**src/verilog/nnPkg.sv**
```systemverilog
`default_nettype none

package nnPkg;

	localparam int dataWidth = 32;
	localparam int fracBits = 13;
	localparam int outBits = 16;
	localparam int addrWidth = 12;
	localparam int wordWidth = addrWidth - 2; // Word index inside a region
	localparam int nodeWidth = 7;
	localparam int regionLsb = 8; // Bias, act and result pages are 256 bytes

	localparam logic [addrWidth-1:0] ctrlAddr = 'h000;
	localparam logic [addrWidth-1:0] statusAddr = 'h004;
	localparam logic [addrWidth-1:0] biasBase = 'h100;
	localparam logic [addrWidth-1:0] actBase = 'h200;
	localparam logic [addrWidth-1:0] resultBase = 'h300;
	localparam logic [addrWidth-1:0] weightBase = 'h400;

	typedef enum logic [1:0] {kindWeight, kindBias, kindAct} storeKind_t;

	typedef struct packed {
		logic psel;
		logic penable;
		logic pwrite;
		logic [addrWidth-1:0] paddr;
		logic [dataWidth-1:0] pwdata;
	} apbReq_t;

	typedef struct packed {
		logic valid;
		storeKind_t kind;
		logic [wordWidth-1:0] index;
		logic [dataWidth-1:0] data;
	} storeWrite_t;

	typedef struct packed {
		logic valid;
		logic [nodeWidth-1:0] node;
		logic [dataWidth-1:0] sum; // Wrapped, bias included
	} nodeSum_t;

endpackage

`default_nettype wire
```
**src/verilog/nnMacExecute.sv**
```systemverilog
`timescale 1ns/1ns
`default_nettype none

module nnMacExecute import nnPkg::*; #(
	parameter int NumInputs = 30,
	parameter int NumNodes = 4
) (
	input logic clk,
	input logic reset,
	input logic start,
	output logic [nodeWidth-1:0] engNode,
	output logic [wordWidth-1:0] engInput,
	input logic [dataWidth-1:0] engWeight,
	input logic [dataWidth-1:0] engAct,
	input logic [dataWidth-1:0] engBias,
	output nodeSum_t nodeSum,
	output logic busy
);

	logic issuing; // Address stage active
	logic onBias; // Extra step per node that folds in the bias
	logic lastNode, lastInput, lastOut;
	logic bValid, bBias, bFirst; // Data stage, one cycle behind the address
	logic [nodeWidth-1:0] bNode;
	logic [dataWidth-1:0] acc;
	logic [dataWidth-1:0] product;

	assign lastNode = engNode == nodeWidth'(NumNodes - 1);
	assign lastInput = engInput == wordWidth'(NumInputs - 1);
	assign lastOut = nodeSum.valid && nodeSum.node == nodeWidth'(NumNodes - 1);

	assign product = engWeight * engAct; // Low 32 bits only

	always_ff @(posedge clk)
	begin
		if (reset)
		begin
			issuing <= 1'b0;
			onBias <= 1'b0;
			busy <= 1'b0;
			bValid <= 1'b0;
			nodeSum.valid <= 1'b0;
			engNode <= '0;
			engInput <= '0;
		end
		else
		begin
			if (start)
			begin
				issuing <= 1'b1;
				onBias <= 1'b0;
				engNode <= '0;
				engInput <= '0;
			end
			else if (issuing)
			begin
				if (onBias)
				begin
					onBias <= 1'b0;
					engInput <= '0;
					if (lastNode)
					begin
						issuing <= 1'b0;
						engNode <= '0;
					end
					else
						engNode <= engNode + nodeWidth'(1);
				end
				else if (lastInput)
					onBias <= 1'b1; // Hold input index, stays in range
				else
					engInput <= engInput + wordWidth'(1);
			end

			if (start)
				busy <= 1'b1;
			else if (lastOut)
				busy <= 1'b0;

			bValid <= issuing;
			nodeSum.valid <= bValid & bBias;
		end

		bBias <= onBias;
		bFirst <= engInput == '0 && !onBias;
		bNode <= engNode;

		if (bValid)
		begin
			if (bBias)
			begin
				nodeSum.node <= bNode;
				nodeSum.sum <= acc + engBias; // Wraps mod 2^32
			end
			else
				acc <= (bFirst ? '0 : acc) + product;
		end
	end

endmodule

`default_nettype wire

```
**config.mk**
```make
export PLATFORM = sky130hd
export DESIGN_NAME = nnMacExecute
export DESIGN_NICKNAME = d
export VERILOG_FILES = /design/src/verilog/nnPkg.sv /design/src/verilog/nnMacExecute.sv
export SDC_FILE = /design/constraint.sdc
export NUM_CORES = 1
export LEC_CHECK = 0
export BUFFER_PORTS_ARGS = -buffer_cell sky130_fd_sc_hd__clkbuf_2
export CORE_ASPECT_RATIO = 1.25
export CORE_MARGIN = 2
export CORE_UTILIZATION = 64
export CTS_CLUSTER_SIZE = 30
export DETAILED_ROUTE_END_ITERATION = 7
export PLACE_DENSITY = 0.84
export SLEW_MARGIN = 40
export SYNTH_ARGS = -nofsm -noshare
export SYNTH_HDL_FRONTEND = slang
export SYNTH_SLANG_ARGS = --single-unit
export TNS_END_PERCENT = 1
```
**constraint.sdc**
```tcl
create_clock -name clk -period 10.7 [get_ports clk]
set_input_delay 1.07 -clock clk [delete_from_list [all_inputs] [get_ports clk]]
set_output_delay 1.07 -clock clk [all_outputs]
set_load 0.01 [all_outputs]
```
Yosys cells after proc, flatten, opt, wreduce, memory -nomap -nowiden
Index checks and enable logic that the tools add are counted.
{ "classes": {"add_sub_neg": 4, "n_mul": 1, "eq_ne": 4, "muxes": 12, "bitwise": 2, "reduce_logical": 10} }
{ "ops": {"columns": ["op", "n"], "rows": [
  ["adder 32 bit", 2],
  ["multiplier 32 x 32 -> 32 bit", 1],
  ["2-to-1 mux 32 bit", 1],
  ["2-to-1 mux 10 bit", 2],
  ["equality test 7 x 2 -> 1 bit (second input constant)", 2],
  ["adder 10 x 1 -> 10 bit (second input constant)", 1],
  ["equality test 10 x 5 -> 1 bit (second input constant)", 1],
  ["logical NOT 10 bit", 1],
  ["2-to-1 mux 1 bit", 8],
  ["AND reduction 2 bit", 4],
  ["adder 7 x 1 -> 7 bit (second input constant)", 1],
  ["2-to-1 mux 7 bit", 1],
  ["logical AND 1 bit", 2],
  ["inequality test 2 bit (second input constant)", 1],
  ["nonzero test 2 bit", 1],
  ["OR reduction 2 bit", 1],
  ["AND 1 bit", 1],
  ["logical NOT 1 bit", 1],
  ["NOT 1 bit", 1]
]} }
{ "word_totals": {"register_bits": 102, "inputBits": 99, "output_inout_bits": 58} }

Longest topological paths before layout
{ "depth": {"ltp_word": 5, "ltp_mapped": 29} }

Least setup slack after synthesis
Ideal clock, no wire load.
{ "synth_path": {"path_type": "in2reg", "startpoint": "input port engAct[3]", "endpoint": "register acc[31] (data pin)", "setup_time_ps": 260, "arrival_time_ps": 7490, "setup_slack_ps": 2950, "stages": 27, "n_path_buf": 2, "path_cell_list": "clkbuf_1 > clkbuf_1 > and2_1 > fa_1 > fa_1 > fa_1 > inv_1 > fa_1 > inv_1 > fa_1 > inv_1 > fa_1 > inv_1 > fa_1 > inv_1 > fa_1 > inv_1 > ha_1 > a21o_1 > a21o_1 > a21oi_1 > nor2_1 > a31oi_2 > a311oi_1 > nor4b_2 > a21oi_1 > xnor2_1"} }
{ "synth_via": {"elab_chain_cells": 2} }
{ "synth_lines": {"columns": ["item", "line_no", "source"], "rows": [
  ["start, declared", "nnMacExecute.sv:14", "input logic [dataWidth-1:0] engAct,"],
  ["multiplier 32 x 32 -> 32 bit", "nnMacExecute.sv:32", "assign product = engWeight * engAct;"],
  ["adder 32 bit", "nnMacExecute.sv:96", "acc <= (bFirst ? '0 : acc) + product;"],
  ["end signal, assigned", "nnMacExecute.sv:96", null],
  ["end, declared", "nnMacExecute.sv:25", "logic [dataWidth-1:0] acc;"]
]} }
Every way passes these cells.
A chain may end at the register's enable or synchronous reset.

Worst setup path in the final report
{ "layout_path": {"startpoint": "input port engAct[0]", "endpoint": "register acc[31] (data pin)"} }
The elaborated chain is that of the path after synthesis.

==> metrics.md <==
| Metric | Value |
|---|---|
| Core footprint | `33,600 µm²` |
| Number of maximum-capacitance violations | `0` |
| Deepest level of the CTS H-tree | `3` |
| Count of endpoints failing hold in the final timing report | `0` |
| Nets@finish | `3,081` |
| Most common cell in the synthesized netlist | `sky130_fd_sc_hd__inv_1` |
| Number of I/O port buffers | `~160` |
| Clock tree from TritonCTS | `yes` |
| Path type of the worst setup path | `input pin to flip-flop` |
| Count of placed standard cells including taps | `roughly 2.8k` |
| Maximum buffer depth of the clock tree | `2` |
| CP Data Arrival Time | `8360 ps` |
| Initial Util | `between 60% and 70%` |
| Total CTS buffers | `9` |
| Violation count after the first detailed-routing iteration | `slightly below 1k` |
| M1 GR Usage | `a little over two fifths` |
| Least-Margin Pin Slew | `834 ps` |
| Via Count | `approximately 16k` |
| Worst setup SP type | `input pin` |
| Routed wire length per instance | `18.9 µm` |
| Largest net degree at the start of global routing | `41` |
| Library cell contributing the largest single delay on the critical path | `sky130_fd_sc_hd__fa_1` |
| Placement row count | `75` |
| Hold-fix buffers, CTS | `0` |
| # IOs | `approximately 160` |
| Met3 track demand over resource in global routing | `6.31%` |
| Run status | `complete, no violations` |
| Most common cell type on the critical path | `sky130_fd_sc_hd__fa_1` |
| Area overhead of the layout relative to synthesis | `5.75%` |
| Final-layout setup total negative slack | `0 ps` |
| Overall die height | `between 200 and 250 µm` |
| Core Util, Final | `68.6%` |
| Total Die Area | `35,600 µm²` |
| Minimum clock period after layout | `a little over 8000 ps` |
| Mean post-synth cell area | `between 9 and 10 µm²` |
| Number of gates resized after cts | `0` |
| Maximum clock frequency | `121 MHz` |
| GR Layer Usage met2 | `53.4%` |
| Avg Vias per Cell | `5.68` |
| Share of async-settable or async-resettable flops after synthesis | `0%` |
| CTS clock-pin slew for the worst setup and hold paths | `70 ps` |
| Last weighted congestion value of the routability-driven placer | `0.948` |
| Die W | `about 170 µm` |
| Number of register bits inferred by synthesis | `102` |
| Global-route layer with the greatest usage | `met2` |
| Detailed-route wire length | `between 50 and 60 mm` |
| Cell area after synthesis | `roughly 22,000 µm²` |
| Post-synth EDFFs | `71` |
| Antenna violations before repair | `1` |
| Wire length of the first global-routing pass | `89.3 mm` |
| Final routed DRC violation total | `0` |
| Final Cycle Share | `77.2%` |
| Sequential fraction of the synthesis area | `roughly an eighth` |
| Post-synthesis instance total | `2,305` |
| Maximum cell stage delay along the critical path | `550 ps` |
| Crit end category | `flip-flop` |
| Worst Skew | `8.15 ps` |
| Number of global-route vias before repair | `about 18k` |
| First drt pass iteration count | `6` |
| Library cell occupying the most area in the post-synthesis netlist | `sky130_fd_sc_hd__fa_1` |
| Total Routing Usage GR | `approximately a third` |
| Min-Delay Path Class | `flip-flop to flip-flop` |
| Worst endpoint required time | `10,800 ps` |
| Post-layout instance count excluding filler cells | `between 2k and 3k` |
| Top-area cell type share of the netlist area | `approximately 40%` |
| Max-slew violations | `0` |
| Number of failing setup endpoints in the final timing report | `0` |
| Half-perimeter wire length of the detailed placement result | `roughly 44 mm` |
| Unique masters post-synth | `68` |
| Synth top cells by count | `521 x sky130_fd_sc_hd__inv_1, 439 x sky130_fd_sc_hd__fa_1, 307 x sky130_fd_sc_hd__and2_1, 250 x sky130_fd_sc_hd__nand2_1, 159 x sky130_fd_sc_hd__ha_1` |
| Number of synthesis warnings | `0` |
| Maximum fanout encountered on the critical timing path | `32` |
| Top post-synthesis cells by area | `sky130_fd_sc_hd__fa_1 40%, sky130_fd_sc_hd__edfxtp_1 9.8%, sky130_fd_sc_hd__ha_1 9.1%` |
| Number of nets with antenna violations after routing | `0` |
| Setup repair after global routing missed its margin | `no` |
| Main synth FF type | `sky130_fd_sc_hd__edfxtp_1` |
| Library cell used as clock root buffer | `sky130_fd_sc_hd__clkbuf_16` |
| Final-layout worst hold slack | `between 400 and 500 ps` |
| Slew Limit Headroom | `between 40 and 50%` |
| Number of nets in the synthesized netlist | `around 3.0k` |
| Layout cells sized above 1 | `around 8.3%` |
| Number of filler instances in the final layout | `around 2.5k` |
| Sink Count | `102` |
| Remaining global-route overflow | `0` |
| Post-CTS Setup Repair Bufs | `0` |
| Worst-skew pair later-pin latency | `about 360 ps` |
[stage by stage]
step                      setup WS (ps)  cell area, µm²
after floorplan                    2950           21800
after global placement             2320           22800
after detailed placement           2130           22800
after CTS                          2470           23000
after global routing               2020           23000
final                              2440           23100
[final cells by class]
type	instances	area, µm²	share of cell area, %
antenna	2	5.00	0.0217
inverter	521	1960	8.48
timing repair buffer	158	796	3.45
clock buffer	11	253	1.10
multi-input combinational	1592	16700	72.6
tap	423	529	2.30
sequential	102	2750	11.9
clock inverter	5	31.3	0.136
[registers in the layout (all words and copies together), names as in the netlist]
signal,cells
bNode,7
acc,32
issuing,1
busy,1
onBias,1
engNode,7
bBias,1
nodeSum,40
engInput,10
bValid,1
bFirst,1
[metal layers]
metal | share of wire (%) | up-vias
met1 | 39 | 8116
li1 | - | 7002
met2 | 49 | 724
met3 | 8.5 | 149
met4 | 3.3 | 0
met5 | 0 | -
[logic make-up (layout without fill, tap and decap cells)]
family,after synthesis,count (layout),synth area share (%)
and+or+nand+nor,712,712,17.0
xor gates and xnor gates,128,128,5.14
DFF,102,102,12.6
AOI/OAI and AO/OA,153,153,5.07
adders and majority gates,598,598,49.4
other,0,2,0
muxes,1,1,0.0459
buffers and inverters,611,695,10.7
[worst paths after layout]
kind         cells after the start  slack, ps                     to        startpoint
max                             27       2440      acc[31]$_DFFE_PP_         engAct[0]
min                              0        410  nodeSum[36]$_DFFE_PP_  bNode[4]$_DFF_P_
max reg2reg                     27       3070      acc[31]$_DFFE_PP_    bFirst$_DFF_P_
min reg2reg                      0        410  nodeSum[36]$_DFFE_PP_  bNode[4]$_DFF_P_
[critical path, delay by kind of cell]
family / cells / cell delay (ps)
XOR/XNOR: 1 / 140
adder cells (fa/ha/maj): 9 / 4460
AND/OR/NAND/NOR: 3 / 650
AO/OA/AOI/OAI: 6 / 1080
buffers and inverters: 8 / 910
[cells in the final DEF, fill, tap and decap left out, types with 2 or more instances in the layout]
master,synthesis,final
sky130_fd_sc_hd__diode_2,0,2
sky130_fd_sc_hd__a211oi_1,5,5
sky130_fd_sc_hd__nor4_1,3,3
sky130_fd_sc_hd__edfxtp_1,71,71
sky130_fd_sc_hd__nand3_1,20,20
sky130_fd_sc_hd__o21bai_1,10,10
sky130_fd_sc_hd__ha_1,159,159
sky130_fd_sc_hd__nand4_1,3,3
sky130_fd_sc_hd__clkbuf_16,0,9
sky130_fd_sc_hd__dfxtp_1,31,31
sky130_fd_sc_hd__buf_4,0,2
sky130_fd_sc_hd__nor2_1,49,49
sky130_fd_sc_hd__nor3_1,8,8
sky130_fd_sc_hd__a31oi_1,6,6
sky130_fd_sc_hd__a21boi_0,2,2
sky130_fd_sc_hd__o21ai_0,19,19
sky130_fd_sc_hd__xor2_1,33,33
sky130_fd_sc_hd__o21ai_1,6,6
sky130_fd_sc_hd__clkbuf_2,0,156
sky130_fd_sc_hd__a21o_1,25,25
sky130_fd_sc_hd__xnor2_1,95,95
sky130_fd_sc_hd__nand2b_1,19,19
sky130_fd_sc_hd__and2_1,307,306
sky130_fd_sc_hd__fa_1,439,439
sky130_fd_sc_hd__a21oi_1,44,44
sky130_fd_sc_hd__clkbuf_8,0,2
sky130_fd_sc_hd__clkinv_2,0,2
sky130_fd_sc_hd__nand2_1,250,250
sky130_fd_sc_hd__and3_1,10,10
sky130_fd_sc_hd__a221oi_2,3,3
sky130_fd_sc_hd__inv_4,0,2
sky130_fd_sc_hd__inv_1,521,521
sky130_fd_sc_hd__o21a_1,10,10
sky130_fd_sc_hd__nor2b_1,28,27
Power is left out: the tool's default activity adds up to more than one toggle a clock period on the data nets, which glitch-free logic cannot reach.
