`config.mk`:
```
export PLATFORM = sky130hd
export DESIGN_NAME = nnApbDecode
export DESIGN_NICKNAME = d
export VERILOG_FILES = /design/src/verilog/nnPkg.sv /design/src/verilog/nnApbDecode.sv
export SDC_FILE = /design/constraint.sdc
export NUM_CORES = 1
export LEC_CHECK = 0
export BUFFER_PORTS_ARGS = -buffer_cell sky130_fd_sc_hd__clkbuf_2
export CORE_AREA = 2 2 78 80
export CTS_CLUSTER_SIZE = 40
export DETAILED_ROUTE_END_ITERATION = 8
export DIE_AREA = 0 0 80 82
export HOLD_SLACK_MARGIN = 0.15
export MAX_ROUTING_LAYER = met4
export PLACE_DENSITY = 0.66
export SLEW_MARGIN = 15
export SYNTH_ARGS = -nofsm -noshare
export SYNTH_HDL_FRONTEND = slang
export SYNTH_SLANG_ARGS = --single-unit
```
`constraint.sdc`:
```
create_clock -name clk -period 1.97 [get_ports clk]
set_clock_uncertainty 0.05 [all_clocks]
set_input_delay 0.0985 -clock clk [delete_from_list [all_inputs] [get_ports clk]]
set_output_delay 0.0985 -clock clk [all_outputs]
set_load 0.01 [all_outputs]
```
`src/verilog/nnPkg.sv`:
```
`default_nettype none

package nnPkg;

	localparam int dataWidth = 32;
	localparam int fracBits = 13;
	localparam int outBits = 16;
	localparam int addrWidth = 12;
	localparam int wordWidth = addrWidth - 2; // Word index inside a region
	localparam int nodeWidth = 7;
	localparam int regionLsb = 8; // Bias, act and result pages are 256 bytes

	localparam logic [addrWidth-1:0] ctrlAddr = 'h000;
	localparam logic [addrWidth-1:0] statusAddr = 'h004;
	localparam logic [addrWidth-1:0] biasBase = 'h100;
	localparam logic [addrWidth-1:0] actBase = 'h200;
	localparam logic [addrWidth-1:0] resultBase = 'h300;
	localparam logic [addrWidth-1:0] weightBase = 'h400;

	typedef enum logic [1:0] {kindWeight, kindBias, kindAct} storeKind_t;

	typedef struct packed {
		logic psel;
		logic penable;
		logic pwrite;
		logic [addrWidth-1:0] paddr;
		logic [dataWidth-1:0] pwdata;
	} apbReq_t;

	typedef struct packed {
		logic valid;
		storeKind_t kind;
		logic [wordWidth-1:0] index;
		logic [dataWidth-1:0] data;
	} storeWrite_t;

	typedef struct packed {
		logic valid;
		logic [nodeWidth-1:0] node;
		logic [dataWidth-1:0] sum; // Wrapped, bias included
	} nodeSum_t;

endpackage

`default_nettype wire
```
`src/verilog/nnApbDecode.sv`:
```
`timescale 1ns/1ns
`default_nettype none

module nnApbDecode import nnPkg::*; #(
	parameter int NumInputs = 30,
	parameter int NumNodes = 4
) (
	input logic clk,
	input logic reset,
	input apbReq_t apbReq,
	output logic [dataWidth-1:0] prdata,
	output logic pready,
	output logic pslverr,
	output storeWrite_t storeWr,
	output logic [wordWidth-1:0] hostRdIndex,
	output storeKind_t hostRdKind,
	input logic [dataWidth-1:0] hostRdData,
	output logic [nodeWidth-1:0] resultIndex,
	input logic [outBits-1:0] resultData,
	output logic start,
	input logic busy,
	input logic done
);

	typedef enum logic {rdIdle, rdWait} rdState_t;

	rdState_t rdState;
	logic access, aligned, storeRead, protocolErr;
	logic isCtrl, isStatus, isBias, isAct, isResult, isWeight, isStore, mapped;
	logic [wordWidth-1:0] biasIdx, actIdx, resultIdx, weightIdx, storeIdx;
	storeKind_t storeKind;

	function automatic logic [wordWidth-1:0] regionIndex(input logic [addrWidth-1:0] addr,
		input logic [addrWidth-1:0] base);
		logic [addrWidth-1:0] offset;
		offset = addr - base;
		return offset[addrWidth-1:2];
	endfunction

	assign access = apbReq.psel & apbReq.penable;
	assign aligned = apbReq.paddr[1:0] == 2'b00;

	assign biasIdx = regionIndex(apbReq.paddr, biasBase);
	assign actIdx = regionIndex(apbReq.paddr, actBase);
	assign resultIdx = regionIndex(apbReq.paddr, resultBase);
	assign weightIdx = regionIndex(apbReq.paddr, weightBase);

	assign isCtrl = apbReq.paddr == ctrlAddr;
	assign isStatus = apbReq.paddr == statusAddr;
	assign isBias = aligned && apbReq.paddr[addrWidth-1:regionLsb] == biasBase[addrWidth-1:regionLsb]
		&& biasIdx < wordWidth'(NumNodes);
	assign isAct = aligned && apbReq.paddr[addrWidth-1:regionLsb] == actBase[addrWidth-1:regionLsb]
		&& actIdx < wordWidth'(NumInputs);
	assign isResult = aligned
		&& apbReq.paddr[addrWidth-1:regionLsb] == resultBase[addrWidth-1:regionLsb]
		&& resultIdx < wordWidth'(NumNodes);
	assign isWeight = aligned && apbReq.paddr >= weightBase
		&& weightIdx < wordWidth'(NumNodes * NumInputs);
	assign isStore = isBias | isAct | isWeight;
	assign mapped = isCtrl | isStatus | isStore | isResult;

	always_comb
	begin
		storeKind = kindWeight;
		storeIdx = weightIdx;
		if (isBias)
		begin
			storeKind = kindBias;
			storeIdx = biasIdx;
		end
		else if (isAct)
		begin
			storeKind = kindAct;
			storeIdx = actIdx;
		end
	end

	// Store reads take one extra access cycle for the registered read
	assign storeRead = access & ~apbReq.pwrite & isStore;
	assign pready = access & (~storeRead | rdState == rdWait);

	// Status and result are read-only, store and ctrl locked while running
	assign protocolErr = ~mapped | (apbReq.pwrite & (isResult | isStatus))
		| (apbReq.pwrite & busy & (isStore | isCtrl));
	assign pslverr = pready & protocolErr;

	always_ff @(posedge clk)
	begin
		if (reset)
			rdState <= rdIdle;
		else if (storeRead)
			rdState <= (rdState == rdIdle) ? rdWait : rdIdle;
	end

	assign storeWr.valid = access & apbReq.pwrite & isStore & ~busy;
	assign storeWr.kind = storeKind;
	assign storeWr.index = storeIdx;
	assign storeWr.data = apbReq.pwdata;

	assign hostRdIndex = storeIdx;
	assign hostRdKind = storeKind;
	assign resultIndex = resultIdx[nodeWidth-1:0];

	assign start = access & apbReq.pwrite & isCtrl & ~busy & apbReq.pwdata[0];

	always_comb
	begin
		prdata = '0;
		if (isStatus)
			prdata = {{(dataWidth-2){1'b0}}, done, busy};
		else if (isResult)
			prdata = {{(dataWidth-outBits){1'b0}}, resultData};
		else if (isStore)
			prdata = hostRdData;
	end

endmodule

`default_nettype wire

```
Word-level counts from Yosys, hierarchy flattened
Cells that the tools add are included.

storage, ports and cells
  register bits = 1
  bits of input ports = 99
  output and inout bits = 99
  word-level logic and storage cells = 60

cells by class
  add/subtract/negate cells = 4
  $lt $le $gt $ge = 5
  eq/ne operators = 4
  muxes and demuxes = 8
  bitwise operators = 28
  reduce and logical (&&, ||, !) cells = 10

operators with widths
  kind                                                                      count
  32-bit two-way mux                                                        3
  12-bit by 10-bit subtractor with 12-bit output (second input constant)    2
  10-bit by 3-bit < comparator with 1-bit output (second input constant)    2
  10-bit two-way mux                                                        2
  1-bit AND                                                                 14
  12-bit by 3-bit == test with 1-bit output (second input constant)         1
  12-bit by 11-bit >= comparator with 1-bit output (second input constant)  1
  12-bit zero test                                                          1
  12-bit by 11-bit subtractor with 12-bit output (second input constant)    1
  12-bit by 9-bit subtractor with 12-bit output (second input constant)     1
  10-bit by 5-bit < comparator with 1-bit output (second input constant)    1
  10-bit by 7-bit < comparator with 1-bit output (second input constant)    1
  1-bit bitwise OR                                                          10
  4-bit by 2-bit == test with 1-bit output (second input constant)          2
  1-bit logical AND                                                         8
  4-bit by 1-bit == test with 1-bit output (second input constant)          1
  2-bit two-way mux                                                         2
  1-bit NOT                                                                 4
  2-bit zero test                                                           1
  1-bit two-way mux                                                         1

Depth between registers and ports, before layout
  word-level depth = 11
  mapped depth = 8
  depth with buffers taken out = 7

Worst setup path after synthesis
No wires, ideal clock.

  path type = input to output
  start = input port apbReq[41] (netlist bit)
  end = output port prdata[10]
  arrival time = 1.833 ns
  data required time = 1.821 ns
  setup slack = -0.011 ns
  stages = 8
  buffers on the path = 1
  path through = inv_1 > ha_1 > or4b_1 > o31ai_2 > nand4_1 > a21oi_4 > buf_6 > a22o_1

between the ends
  cells in the longest elaborated chain, start to end = 8
  elaborated cells between the ends (all ways) = 26
  those cells by class = add/sub (4); order compare (5); eq/ne (4); mux (3); bitwise (2); reduce/logical (8)

ends and longest elaborated chain
  item                                                                          RTL line                              text
  start: declaration                                                            nnApbDecode.sv:10                     input apbReq_t apbReq,
  12-bit by 9-bit subtractor with 12-bit output, or another cell as far along   nnApbDecode.sv:36                     offset = addr - base;
  10-bit by 3-bit < comparator with 1-bit output, or another cell as far along  nnApbDecode.sv:51                     && biasIdx < wordWidth'(NumNodes);
  1-bit logical AND (on tied branches)                                          nnApbDecode.sv:51, nnApbDecode.sv:53
  1-bit bitwise OR (2 in a row)                                                 nnApbDecode.sv:59                     assign isStore = isBias | isAct | isWeight;
  32-bit two-way mux                                                            nnApbDecode.sv:113                    else if (isStore)
  32-bit two-way mux                                                            nnApbDecode.sv:111                    else if (isResult)
  32-bit two-way mux *                                                          nnApbDecode.sv:109                    if (isStatus)
  end: declaration                                                              nnApbDecode.sv:11                     output logic [dataWidth-1:0] prdata,

Mark *: on every way between the ends. The rest lies on a longest branch, timed or not.

Final worst setup path
  start = input port apbReq[36] (netlist bit)
  end = register rdState

between the ends
  cells in the longest elaborated chain, start to end = 6
  elaborated cells between the ends (all ways) = 14
  those cells by class = add/sub (3); order compare (4); bitwise (3); reduce/logical (4)

ends and longest elaborated chain
  item                                                                                                              RTL line                              text
  12-bit by 9-bit subtractor with 12-bit output or 12-bit by 10-bit subtractor with 12-bit output (tied branches)   nnApbDecode.sv:36
  10-bit by 3-bit < comparator with 1-bit output or 10-bit by 5-bit < comparator with 1-bit output (tied branches)  nnApbDecode.sv:51, nnApbDecode.sv:53
  1-bit logical AND (on tied branches)                                                                              nnApbDecode.sv:51, nnApbDecode.sv:53
  1-bit bitwise OR                                                                                                  nnApbDecode.sv:59
  1-bit bitwise OR *                                                                                                nnApbDecode.sv:59
  1-bit AND *                                                                                                       nnApbDecode.sv:79                     assign storeRead = access & ~apbReq.pwrite & isStore;
  end signal: assignment                                                                                            nnApbDecode.sv:90                     rdState <= rdIdle;
  end signal: assignment                                                                                            nnApbDecode.sv:92                     rdState <= (rdState == rdIdle) ? rdWait : rdIdle;
  end: declaration                                                                                                  nnApbDecode.sv:27                     rdState_t rdState;

Marks and branches as above.
A chain may end at the register's enable or synchronous reset.

==> results.json <==
{
  "hold-worst-slack_ns": 0.365,
  "regMostFlops": "rdState",
  "yosysSeqAreaShare": 0.0152,
  "rrSetupSlack_ns": 0.91,
  "final_common_cell": "clkbuf_2",
  "path_buf_inv": 4,
  "tightest_slew_ns": 0.399,
  "clk_latency_ns": 0,
  "dpl-instance-area_mm2": 0.00185,
  "final.min_clock_period_ns": 2.08,
  "gp_congestion": 0.684,
  "yosys_warnings": 0,
  "hold_path.class": "input port to output port",
  "cpPeakStageDelay_ns": 0.54,
  "setup_ws_ns": -0.109,
  "crit_path_start_kind": "input port",
  "synth-simple-area-share": 0.253,
  "ys_ff_latch": 1,
  "status": "complete, but fails checks",
  "final_cell_mix": "clkbuf_2 (99), dlygate4sd3_1 (31), buf_4 (31)",
  "finalNonFillerCells": 385,
  "post-route-util": 0.408,
  "largest_reg_flops": 1,
  "drv_cap": 0,
  "critPathTopFamily": "simple AND/OR/NAND/NOR gates",
  "antenna_found_initial": 0,
  "ir_worst_vdd_v": 0.0000966,
  "netlist_area_mm2": 0.00132,
  "vias": 1670,
  "grt_usage": 0.124,
  "synth_compound_area_frac": 0.205,
  "nFillCells": 584,
  "mappedNetlistNets": 284,
  "crit_start": "apbReq[36]",
  "wl_um": 5100,
  "clkTransAtPathRegs_ns": 0,
  "dp_hpwl_um": 3930,
  "reg2reg_depth": 4,
  "overflow": 0,
  "die-area_mm2": 0.00656,
  "multi_input_area_um2": 897,
  "synth_top_family_by_area": "buffers and inverters",
  "reg_top3": "rdState x1",
  "synth_xor_xnor_area_share": 0.0266,
  "viasPerCell": 4.34,
  "drtPass1Iterations": 4,
  "synth_top_area_frac": 0.325,
  "cp_common_cell": "buf_6",
  "design.core.area_mm2": 0.00575,
  "synth_area_leaders": "buf_4 (33%), ha_1 (12%), a22o_1 (9.3%)",
  "synth.area.mux_share": 0,
  "ios": 198,
  "antenna_cells": 0,
  "p_per_area_mw_per_mm2": 159,
  "finalCritPeriodShare": 1.06,
  "cp.required_ns": 1.80,
  "crit_path_end_kind": "register",
  "wl_per_cell_um": 13.2,
  "worstHoldPathCells": 2,
  "violations": "negative setup slack",
  "hold_path_end": "storeWr[0]",
  "initial_core_util": 0.229,
  "final_area_mm2": 0.00234,
  "final_nets": 424,
  "fmax_ghz": 0.481,
  "ys.flop_type": "dfxtp_1",
  "first_global_vias": 1409,
  "die_h_um": 82,
  "row_count": 28,
  "io_buffers": 135,
  "synth_edf_count": 0,
  "path_class": "input port to register",
  "timing.rr.end": "rdState$_SDFFE_PP0P_",
  "tns_ns": -2.07,
  "ant_nets": 0,
  "slew_headroom": 0.733,
  "r2r_start": "rdState$_SDFFE_PP0P_",
  "p_leak_nw": 1.28,
  "avgSynthCellArea_um2": 7.65,
  "grt_pass1_wl_um": 6350,
  "seq_area_um2": 20.0,
  "dp_slack_ns": -0.196,
  "synth_fa_ha_area_frac": 0.124,
  "ys_types": 35,
  "drcViolationCount": 0,
  "finalHoldViolations": 0,
  "cp_max_fo": 3,
  "rsz0062_at_grt": "yes",
  "path_cells": "buf_6 -> or4_4 -> and2_4 -> o31a_1 -> buf_4 -> buf_6 -> buf_6 -> a311o_1",
  "worstHoldStart": "apbReq[0]",
  "die_w_um": 80,
  "syn_inst": 172,
  "synth_top_area_cell": "buf_4",
  "finalSetupViolCount": 35,
  "drive_gt1_frac": 0.613,
  "synthArstFlopShare": 0,
  "syn_to_final_growth_pct": 77.9,
  "worstPathArrival_ns": 1.91,
  "grt_max_degree": 33,
  "fin_total_pwr_uw": 372,
  "place_inst": 350,
  "first_iter_violations": 23,
  "drv_slew": 0,
  "slowest_stage": "or4_4"
}
==> cell type report <==
cell class | count | share of cell area
repair buffers | 200 | 0.556
multi-input cells | 104 | 0.383
well taps | 75 | 0.0401
inverters | 5 | 0.0123
flip-flops and latches | 1 | 0.00855
==> power breakdown <==
group / internal, mW / leakage, nW / switching (mW) / total [mW]
Clock: 0 / 0 / 0 / 0
Sequential: 0.0216 / 0.00808 / 0.000623 / 0.0223
Combinational: 0.190 / 1.27 / 0.159 / 0.350
Total: 0.212 / 1.28 / 0.160 / 0.372
==> what timing repair did <==
item	4_1_cts	5_1_grt
hold endpoints to repair	31	0
cloned	0	0
endpoints found under the setup margin	38	40
hold buffers	31	0
setup buffers	5	2
gates resized for setup	17	53
pin swaps	8	8
==> Yosys cell counts (2+ instances only) <==
master / count
xnor2_1: 4
o31a_1: 2
a22o_1: 14
o211ai_1: 2
and4b_1: 2
a21oi_1: 3
nand3_1: 2
o2bb2ai_1: 2
ha_1: 13
a21boi_0: 2
and2_1: 18
nor2b_1: 3
nand4_1: 7
buf_6: 4
nand2_1: 4
inv_1: 5
buf_4: 57
nor2_1: 10
a22oi_1: 2
==> logic make-up after synthesis <==
family                     after synthesis
AOI/OAI and AO/OA                       32
xor gates and xnor gates                 4
adders and majority gates               13
buffers and inverters                   67
DFF                                      1
and+or+nand+nor                         55
==> per-layer routing <==
metal	vias to the layer above	wire length [µm]	share of wire	global-route usage
met5	-	0	0	-
met4	0	0	0	0
met3	0	436	0.086	0.00549
met2	103	2930	0.57	0.278
met1	749	1730	0.34	0.122
li1	818	-	-	-
==> worst max path at each step <==
stage	depth (start not counted)	slack, ns	to
after floorplan	7	0.01	prdata[10]
after global routing	8	-0.15	rdState$_SDFFE_PP0P_
after CTS	10	-0.11	prdata[1]
after global placement	8	-0.15	prdata[21]
final	8	-0.11	rdState$_SDFFE_PP0P_
after detailed placement	10	-0.20	prdata[21]
Note: power is estimated with default switching activity, not from simulation.
