[src/verilog/nnPkg.sv]
`default_nettype none

package nnPkg;

	localparam int dataWidth = 32;
	localparam int fracBits = 13;
	localparam int outBits = 16;
	localparam int addrWidth = 12;
	localparam int wordWidth = addrWidth - 2; // Word index inside a region
	localparam int nodeWidth = 7;
	localparam int regionLsb = 8; // Bias, act and result pages are 256 bytes

	localparam logic [addrWidth-1:0] ctrlAddr = 'h000;
	localparam logic [addrWidth-1:0] statusAddr = 'h004;
	localparam logic [addrWidth-1:0] biasBase = 'h100;
	localparam logic [addrWidth-1:0] actBase = 'h200;
	localparam logic [addrWidth-1:0] resultBase = 'h300;
	localparam logic [addrWidth-1:0] weightBase = 'h400;

	typedef enum logic [1:0] {kindWeight, kindBias, kindAct} storeKind_t;

	typedef struct packed {
		logic psel;
		logic penable;
		logic pwrite;
		logic [addrWidth-1:0] paddr;
		logic [dataWidth-1:0] pwdata;
	} apbReq_t;

	typedef struct packed {
		logic valid;
		storeKind_t kind;
		logic [wordWidth-1:0] index;
		logic [dataWidth-1:0] data;
	} storeWrite_t;

	typedef struct packed {
		logic valid;
		logic [nodeWidth-1:0] node;
		logic [dataWidth-1:0] sum; // Wrapped, bias included
	} nodeSum_t;

endpackage

`default_nettype wire
[src/verilog/nnResult.sv]
`timescale 1ns/1ns
`default_nettype none

module nnResult import nnPkg::*; #(
	parameter int NumNodes = 4
) (
	input logic clk,
	input logic reset,
	input logic start,
	input nodeSum_t nodeSum,
	input logic [nodeWidth-1:0] resultIndex,
	output logic [outBits-1:0] resultData,
	output logic done
);

	localparam int NodeW = (NumNodes > 1) ? $clog2(NumNodes) : 1;

	logic [outBits-1:0] results [NumNodes];
	logic [outBits-1:0] quantized;
	logic lastNode;

	// Rectifier, negative sums clamp to zero, else take the fixed-point field
	assign quantized = nodeSum.sum[dataWidth-1] ? '0
		: nodeSum.sum[fracBits+outBits-1:fracBits];

	assign lastNode = nodeSum.node == nodeWidth'(NumNodes - 1);
	assign resultData = results[resultIndex[NodeW-1:0]];

	always_ff @(posedge clk)
	begin
		if (reset)
		begin
			for (int k = 0; k < NumNodes; k++)
				results[k] <= '0;
			done <= 1'b0;
		end
		else
		begin
			if (nodeSum.valid)
				results[nodeSum.node[NodeW-1:0]] <= quantized;

			if (start)
				done <= 1'b0;
			else if (nodeSum.valid && lastNode)
				done <= 1'b1; // Same edge that drops busy
		end
	end

endmodule

`default_nettype wire

[config.mk]
export PLATFORM = sky130hd
export DESIGN_NAME = nnResult
export DESIGN_NICKNAME = d
export VERILOG_FILES = /design/src/verilog/nnPkg.sv /design/src/verilog/nnResult.sv
export SDC_FILE = /design/constraint.sdc
export NUM_CORES = 1
export LEC_CHECK = 0
export BUFFER_PORTS_ARGS = -buffer_cell sky130_fd_sc_hd__buf_4
export CORE_MARGIN = 5
export CORE_UTILIZATION = 55
export DETAILED_ROUTE_END_ITERATION = 8
export GPL_TIMING_DRIVEN = 0
export PLACE_DENSITY = 0.82
export SETUP_SLACK_MARGIN = 0.15
export SLEW_MARGIN = 10
export SYNTH_ARGS = -nofsm -noshare
export SYNTH_HDL_FRONTEND = slang
export SYNTH_SLANG_ARGS = --single-unit
[constraint.sdc]
create_clock -name clk -period 4.1 [get_ports clk]
set_input_delay 0.82 -clock clk [delete_from_list [all_inputs] [get_ports clk]]
set_output_delay 0.82 -clock clk [all_outputs]
set_load 0.02 [all_outputs]
Yosys cells after proc, flatten, opt, wreduce, memory -nomap -nowiden:

Memories as Yosys holds them, arrays and structs flattened.
Cells that the tools add are included.

* register bits after elaboration: 1
* bits in writable memories: 64
* input bits: 50
* output and inout port bits: 17
* logic and storage cells: 15
* memories: 1

* equal/unequal tests: 1
* multiplexer cells: 9
* reductions and logical operators: 3

Memory list
* results: words 4, bits a word 16, read ports 1, clocked after Yosys merged registers in 0, wr ports 4, line nnResult.sv:18 `logic [outBits-1:0] results [NumNodes];`

Operators with widths (number)
* $mux W16: 2
* $reduce_or A16 Y1: 1
* $eq A7 B2 Y1 const B: 1
* $mux W1: 6
* $mux W2: 1
* $reduce_or A2 Y1: 1
* $logic_and A1 B1 Y1: 1

Depth between registers and ports, before layout:

Gate-level depths: netlist of the first run.

* depth after elaboration: 5
* mapped depth: 5
* gate-level depth less buffers: 3

Worst setup path after synthesis of the first run:

Ideal clock, no wire load.

* path type: input -> output
* start: input resultIndex[0]
* end: output resultData[10]
* data arrival time: 1.852 ns
* required time: 3.280 ns
* slack: 1.428 ns
* cell stages on the path: 3
* cells stage by stage: buf_2 buf_4 mux4_2

* word-level cells in the longest chain between the ends: 1

Ends and longest elaborated chain
* from (decl): line nnResult.sv:11 `input logic [nodeWidth-1:0] resultIndex,`
* $mem_v2 Z4 W16
* to (decl): line nnResult.sv:12 `output logic [outBits-1:0] resultData,`

Every way passes these cells.

Worst setup path in the final report of the first run:

* start: input resultIndex[0]
* end: output resultData[6]

The elaborated chain is that of the path after synthesis.

==> results of run 1 <==
[synth_stat cells, types with 2 or more instances]
master / instances
nand2b_1: 3
edfxtp_1: 64
nand3b_1: 2
buf_2: 6
nand2_1: 16
nor2_1: 34
inv_1: 16
and2_1: 16
clkbuf_1: 2
mux4_2: 16
nor3_1: 2
[cells by family (layout without fill, tap and decap cells)]
| group | count (synthesis) | count (layout) | synth area share (%) |
|---|---|---|---|
| simple gates | 78 | 78 | 13.5 |
| mux | 16 | 16 | 12.9 |
| flops | 65 | 65 | 69.6 |
| buf+inv | 25 | 84 | 3.77 |
| compound gates | 1 | 1 | 0.224 |
[layout make-up]
class,instances,share of cell area (%)
plain buffers,9,1.29
clock buffers,9,3.55
clock inverters,7,4.77
inverters,16,1.72
multi-input cells,95,21.3
flip-flops and latches,65,55.6
well taps,70,2.51
repair buffers,43,9.24
[power groups by stage]
stage          sequential (mW)  clock, mW  combinational, mW
2_1_floorplan            0.795          0             0.0918
3_3_place_gp             0.798          0              0.157
3_5_place_dp             0.801          0              0.159
4_1_cts                  0.786      0.779              0.160
5_1_grt                  0.790      0.804              0.169
6_report                 0.786      0.771              0.158
[per-layer routing]
metal  vias up  routed length [um]  GRT usage [%]
met2        43                2840           30.9
met3         4                 304           5.54
met5         -                   0              0
met4         0                  45           7.60
li1        769                   -              -
met1       811                2170           22.1
[worst max path at each step]
| stage | cells past startpoint | from | end | slack, ps |
|---|---|---|---|---|
| floorplan | 3 | resultIndex[0] | resultData[10] | 1430 |
| global placement | 4 | resultIndex[0] | resultData[6] | 1200 |
| detailed placement | 4 | resultIndex[0] | resultData[6] | 1200 |
| CTS | 4 | resultIndex[0] | resultData[6] | 1190 |
| global route | 4 | resultIndex[0] | resultData[6] | 1110 |
| finish | 4 | resultIndex[0] | resultData[6] | 1210 |
[stage by stage]
step           instance area, um2  cells
5_1_grt                      3490    314
6_report                     3490    314
2_1_floorplan                2790    185
3_3_place_gp                 3200    298
4_1_cts                      3490    314
3_5_place_dp                 3200    298
[flip-flops by register name, indices dropped and copies added, names as in the netlist]
signal / cells
results: 64
done: 1
[critical path, delay by kind of cell]
| family | cells | cell delay, ps |
|---|---|---|
| buf+inv | 3 | 690 |
| mux | 1 | 550 |
==> metrics.md, run 1 <==
| Metric | Value |
|---|---|
| Leak | `between 1 and 1.5 nW` |
| Most used DFF post-synth | `edfxtp_1` |
| Post-place setup slack | `between 1000 and 1500 ps` |
| Skew-Pair Late Insertion Delay | `approximately 330 ps` |
| Initial antenna violation count | `0` |
| Total congestion overflow | `0` |
| Int Pwr | `around 1.4 mW` |
| Worst setup EP type | `primary output` |
| Worst Tran Pin Value | `about 900 ps` |
| Most frequent CP cell | `buf_4` |
| Sw Pwr | `0.337 mW` |
| N_diodes | `0` |
| Final period utilization | `between 70 and 80%` |
| Post-CTS Hold Fix Bufs | `0` |
| Mapped Cells | `~190` |
| Area occupied by multi-input gates | `about 740 um2` |
| Worst path arrival time | `between 2000 and 2500 ps` |
| Yosys top cell area share | `between 60 and 70%` |
| Syn nets | `roughly 240` |
| Setup violators final | `0` |
| Max stage delay on crit path | `between 500 and 600 ps` |
| Synth async-reset ratio | `0%` |
| Cells on worst reg2reg path | `2` |
| WS Path Type | `in -> out` |
| Clock power frac | `roughly 45%` |
| Effective utilization at floorplan | `between 50% and 60%` |
| Post CTS Setup Buffer Count | `0` |
| WHS Endpoint | `done` |
| DP HPWL | `3.39 mm` |
| Switching portion of total power | `between 10% and 20%` |
| Clock tree buffer depth | `2` |
| Core area | `between 5000 and 6000 um2` |
| Worst setup margin | `1210 ps` |
| Status | `completed` |
| Crit path cell chain | `buf_2, buf_4, mux4_2, buf_4` |
| Fin util | `69.7%` |
| Global-route wire length before repair | `roughly 8.4 mm` |
| Layout fillers | `350` |
| Reg clk slew, reported paths | `60 ps` |
| Yosys warning count | `0` |
| Flop pwr share | `~46%` |
| I/O Buffers | `43` |
| Routed length per instance | `around 17 um` |
| Synth unique cells | `19` |
| Critical path's slowest cell | `mux4_2` |
| Min-Delay Path Depth | `2` |
| FF+latch area | `1940 um2` |
| Worst min path class | `reg -> reg` |
| Largest net degree at the start of global routing | `17` |
| Final ANT Viol Nets | `0` |
| Synth area leader | `edfxtp_1` |
| Die X | `approximately 81 um` |
| Peak supply drop | `roughly 0.31 mV` |
| Setup tns final | `0 ps` |
| Syn_area_per_cell | `roughly 15 um2` |
| # IOs | `67` |
| Leading cell type in the layout, fill and taps excluded | `edfxtp_1` |
| Power Density | `491 nW/um2` |
| Worst min-delay path startpoint | `done` |
| CTS tree | `built` |
| Gate power share | `between 9 and 10%` |
| Worst slew margin | `a little under two fifths` |
| Fmax | `about 350 MHz` |
| Max Slew Vio Count | `0` |
| Most frequent cells in the layout | `edfxtp_1, buf_4, nor2_1` |
| # H-tree levels | `3` |
| CTS root buf | `clkbuf_8` |
| Via/cell ratio | `between 5 and 6` |
| RSZ-0062 raised after global routing | `no` |
| Sink Count | `65` |
| # rows | `26` |
| DR pass1 iterations | `4` |
| Design Power | `between 1.5 and 2 mW` |
| GR Util All Layers | `18.3%` |
| R2r setup slk | `3460 ps` |
| Seq/Total Area, Yosys | `between 60% and 70%` |
| Layout cells sized above 1 | `roughly a third` |
| Area contributors post-synth | `edfxtp_1, mux4_2, nor2_1` |
| Min Tclk post-route | `~2900 ps` |
| FF-to-FF Start | `done` |
| Chip Height | `slightly above 80 um` |
| Skew final | `0 ps` |
| Synthesis-stage register bit count | `65` |
| DR vias | `around 1,600` |
| Initial DRC Count | `between 100 and 150` |
| Post-cts resize count | `0` |
| Reg-to-Reg End | `done` |
| Max Cap Violations | `0` |
| Placer Congestion | `just under 0.8` |
| Area grow syn2layout | `25.1%` |
| Final hold vios | `0` |
| CP max FO | `10` |
| CTS Buf Count | `9` |
| Fin Hold WS | `about 560 ps` |
| Vias in the first global route | `approximately 1,700` |
| Crit path required time | `~3300 ps` |
| Die ar. | `6600 um2` |
| Post-synth EDFFs | `64` |
| Nets | `about 290` |
| DRT Wirelength | `around 5.4 mm` |
| Startpoint types | `input pin` |
| Mapped cell area | `2790 um2` |
| DRC | `0` |
Note: power is estimated with default switching activity, not from simulation.
==> run 2, diff against run 1 <==
--- a/config.mk
+++ b/config.mk
@@ -7,10 +7,10 @@
 export LEC_CHECK = 0
 export BUFFER_PORTS_ARGS = -buffer_cell sky130_fd_sc_hd__buf_4
 export CORE_MARGIN = 5
-export CORE_UTILIZATION = 55
+export CORE_UTILIZATION = 48
 export DETAILED_ROUTE_END_ITERATION = 8
 export GPL_TIMING_DRIVEN = 0
-export PLACE_DENSITY = 0.82
+export PLACE_DENSITY = 0.76
 export SETUP_SLACK_MARGIN = 0.15
 export SLEW_MARGIN = 10
 export SYNTH_ARGS = -nofsm -noshare
==> constraint.sdc (replaced) <==
create_clock -name clk -period 2.45 [get_ports clk]
set_input_delay 0.49 -clock clk [delete_from_list [all_inputs] [get_ports clk]]
set_output_delay 0.49 -clock clk [all_outputs]
set_load 0.02 [all_outputs]
==> metrics.md, run 2 (same netlist as run 1, synthesis figures left out) <==
| Metric | Value |
|---|---|
| Status | `completed` |
| Setup tns final | `0 ps` |
| Global-route wire length before repair | `8.47 mm` |
| Skew final | `0 ps` |
| DR pass1 iterations | `6` |
| DRT Wirelength | `between 5 and 6 mm` |
| Initial DRC Count | `a little under 90` |
| Final ANT Viol Nets | `0` |
| I/O Buffers | `43` |
| Area grow syn2layout | `21.2%` |
| Total congestion overflow | `0` |
| DR vias | `1,628` |
| Skew-Pair Late Insertion Delay | `320 ps` |
| Most flops, register | `results` |
| Worst Tran Pin Value | `897 ps` |
| Peak supply drop | `0.381 mV` |
| Dpl cells | `300` |
| Min Tclk post-route | `2190 ps` |
| Worst min path class | `in -> reg` |
| Routed length per instance | `about 17 um` |
| Layout cells sized above 1 | `between 30% and 40%` |
| Worst path arrival time | `between 1500 and 2000 ps` |
| # rows | `27` |
| Chip Height | `~86 um` |
| Via/cell ratio | `approximately 5` |
| # H-tree levels | `3` |
| Reg clk slew, reported paths | `60 ps` |
| CTS Buf Count | `9` |
| Final period utilization | `roughly 89%` |
| Max Cap Violations | `0` |
| Initial antenna violation count | `0` |
| Max reg flops | `64` |
| WS Path Type | `in -> out` |
| Die X | `86.3 um` |
| DRC | `0` |
| GR Util All Layers | `about 16%` |
| Largest net degree at the start of global routing | `17` |
| CTS root buf | `clkbuf_8` |
| Crit path required time | `1960 ps` |
| Fmax | `approximately 460 MHz` |
| Clock tree buffer depth | `2` |
| Effective utilization at floorplan | `50.1%` |
| Nets | `between 200 and 300` |
| Sink Count | `65` |
| Power Density | `713 nW/um2` |
| Leading cell type in the layout, fill and taps excluded | `edfxtp_1` |
| Die ar. | `between 7000 and 8000 um2` |
| DP HPWL | `around 3.4 mm` |
| Startpoint types | `input pin` |
| Max Slew Vio Count | `0` |
| Non-filler instance count after layout | `around 320` |
| Biggest regs | `results x64, done x1` |
| CP max FO | `10` |
| # IOs | `between 60 and 70` |
| Most frequent cells in the layout | `edfxtp_1, buf_4, nor2_1` |
| RSZ-0062 raised after global routing | `no` |
| Setup violators final | `0` |
| CTS tree | `built` |
| N_diodes | `0` |
| Core area | `roughly 5600 um2` |
| Leak | `roughly 1.3 nW` |
| Vias in the first global route | `between 1,500 and 2,000` |
| Worst slew margin | `roughly two fifths` |
| Placer Congestion | `roughly 0.7` |
| Worst setup EP type | `primary output` |
| Final hold vios | `0` |
run 2: cell types whose count changed in the layout (fill, tap and decap cells not counted), sizes merged:
| cell | delta |
|---|---|
| clkbuf | +1 |
| bufinv | -4 |
| clkinv | +4 |
| clkinvlp | -1 |
run 2: where the power goes:
group / total, mW / leakage [nW] / internal (mW) / switching [mW]
combinational: 0.264 / 0.615 / 0.126 / 0.138
clock: 0.833 / 0.0879 / 0.453 / 0.380
sequential: 1.32 / 0.632 / 1.30 / 0.0181
run 2: critical path, cell delays in order:
cell and delay (ps):
clkbuf_1 300, buf_2 360, mux4_2 360, buf_4 170
run 2: timing repair:
action	CTS	global route
buffers inserted	0	0
hold buffers	0	0
setup endpoints to repair	0	2
gates resized for setup	0	1
run 2: final timing paths:
check / cells past startpoint / slack [ps] / start / to
worst max register to register: 2 / 1840 / done / done
worst max-delay path: 4 / 260 / resultIndex[1] / resultData[8]
worst min register to register: 2 / 540 / done / done
worst min-delay path: 2 / 320 / start / done
run 2: cell type report:
| class | count | area [um2] |
|---|---|---|
| buffer | 9 | 48.8 |
| clock buffer | 10 | 128 |
| clock inverter | 6 | 48.8 |
| fill | 436 | 2190 |
| inverter | 16 | 60.1 |
| multi-input combinational | 95 | 744 |
| sequential | 65 | 1940 |
| tap | 72 | 90.1 |
| timing repair buffer | 43 | 323 |
run 2: layer usage:
| metal | global-route usage [%] | vias to the layer above | routed length [um] |
|---|---|---|---|
| met2 | 28.6 | 43 | 2950 |
| met5 | 0 | - | 0 |
| met1 | 17.8 | 807 | 2060 |
| li1 | - | 770 | - |
| met4 | 7.65 | 0 | 109 |
| met3 | 2.95 | 8 | 252 |
run 2: through the flow:
stage / cell area, um2 / util (%) / setup WS (ps) / power (mW) / hold WS (ps)
detailed placement: 3200 / 57.5 / 199 / 1.61 / 531
CTS: 3380 / 60.7 / 199 / 2.43 / 303
global placement: 3200 / 57.5 / 204 / 1.60 / 518
global route: 3380 / 60.7 / 174 / 2.51 / 298
floorplan: 2790 / - / 438 / 1.48 / 567
finish: 3380 / 60.7 / 264 / 2.41 / 317
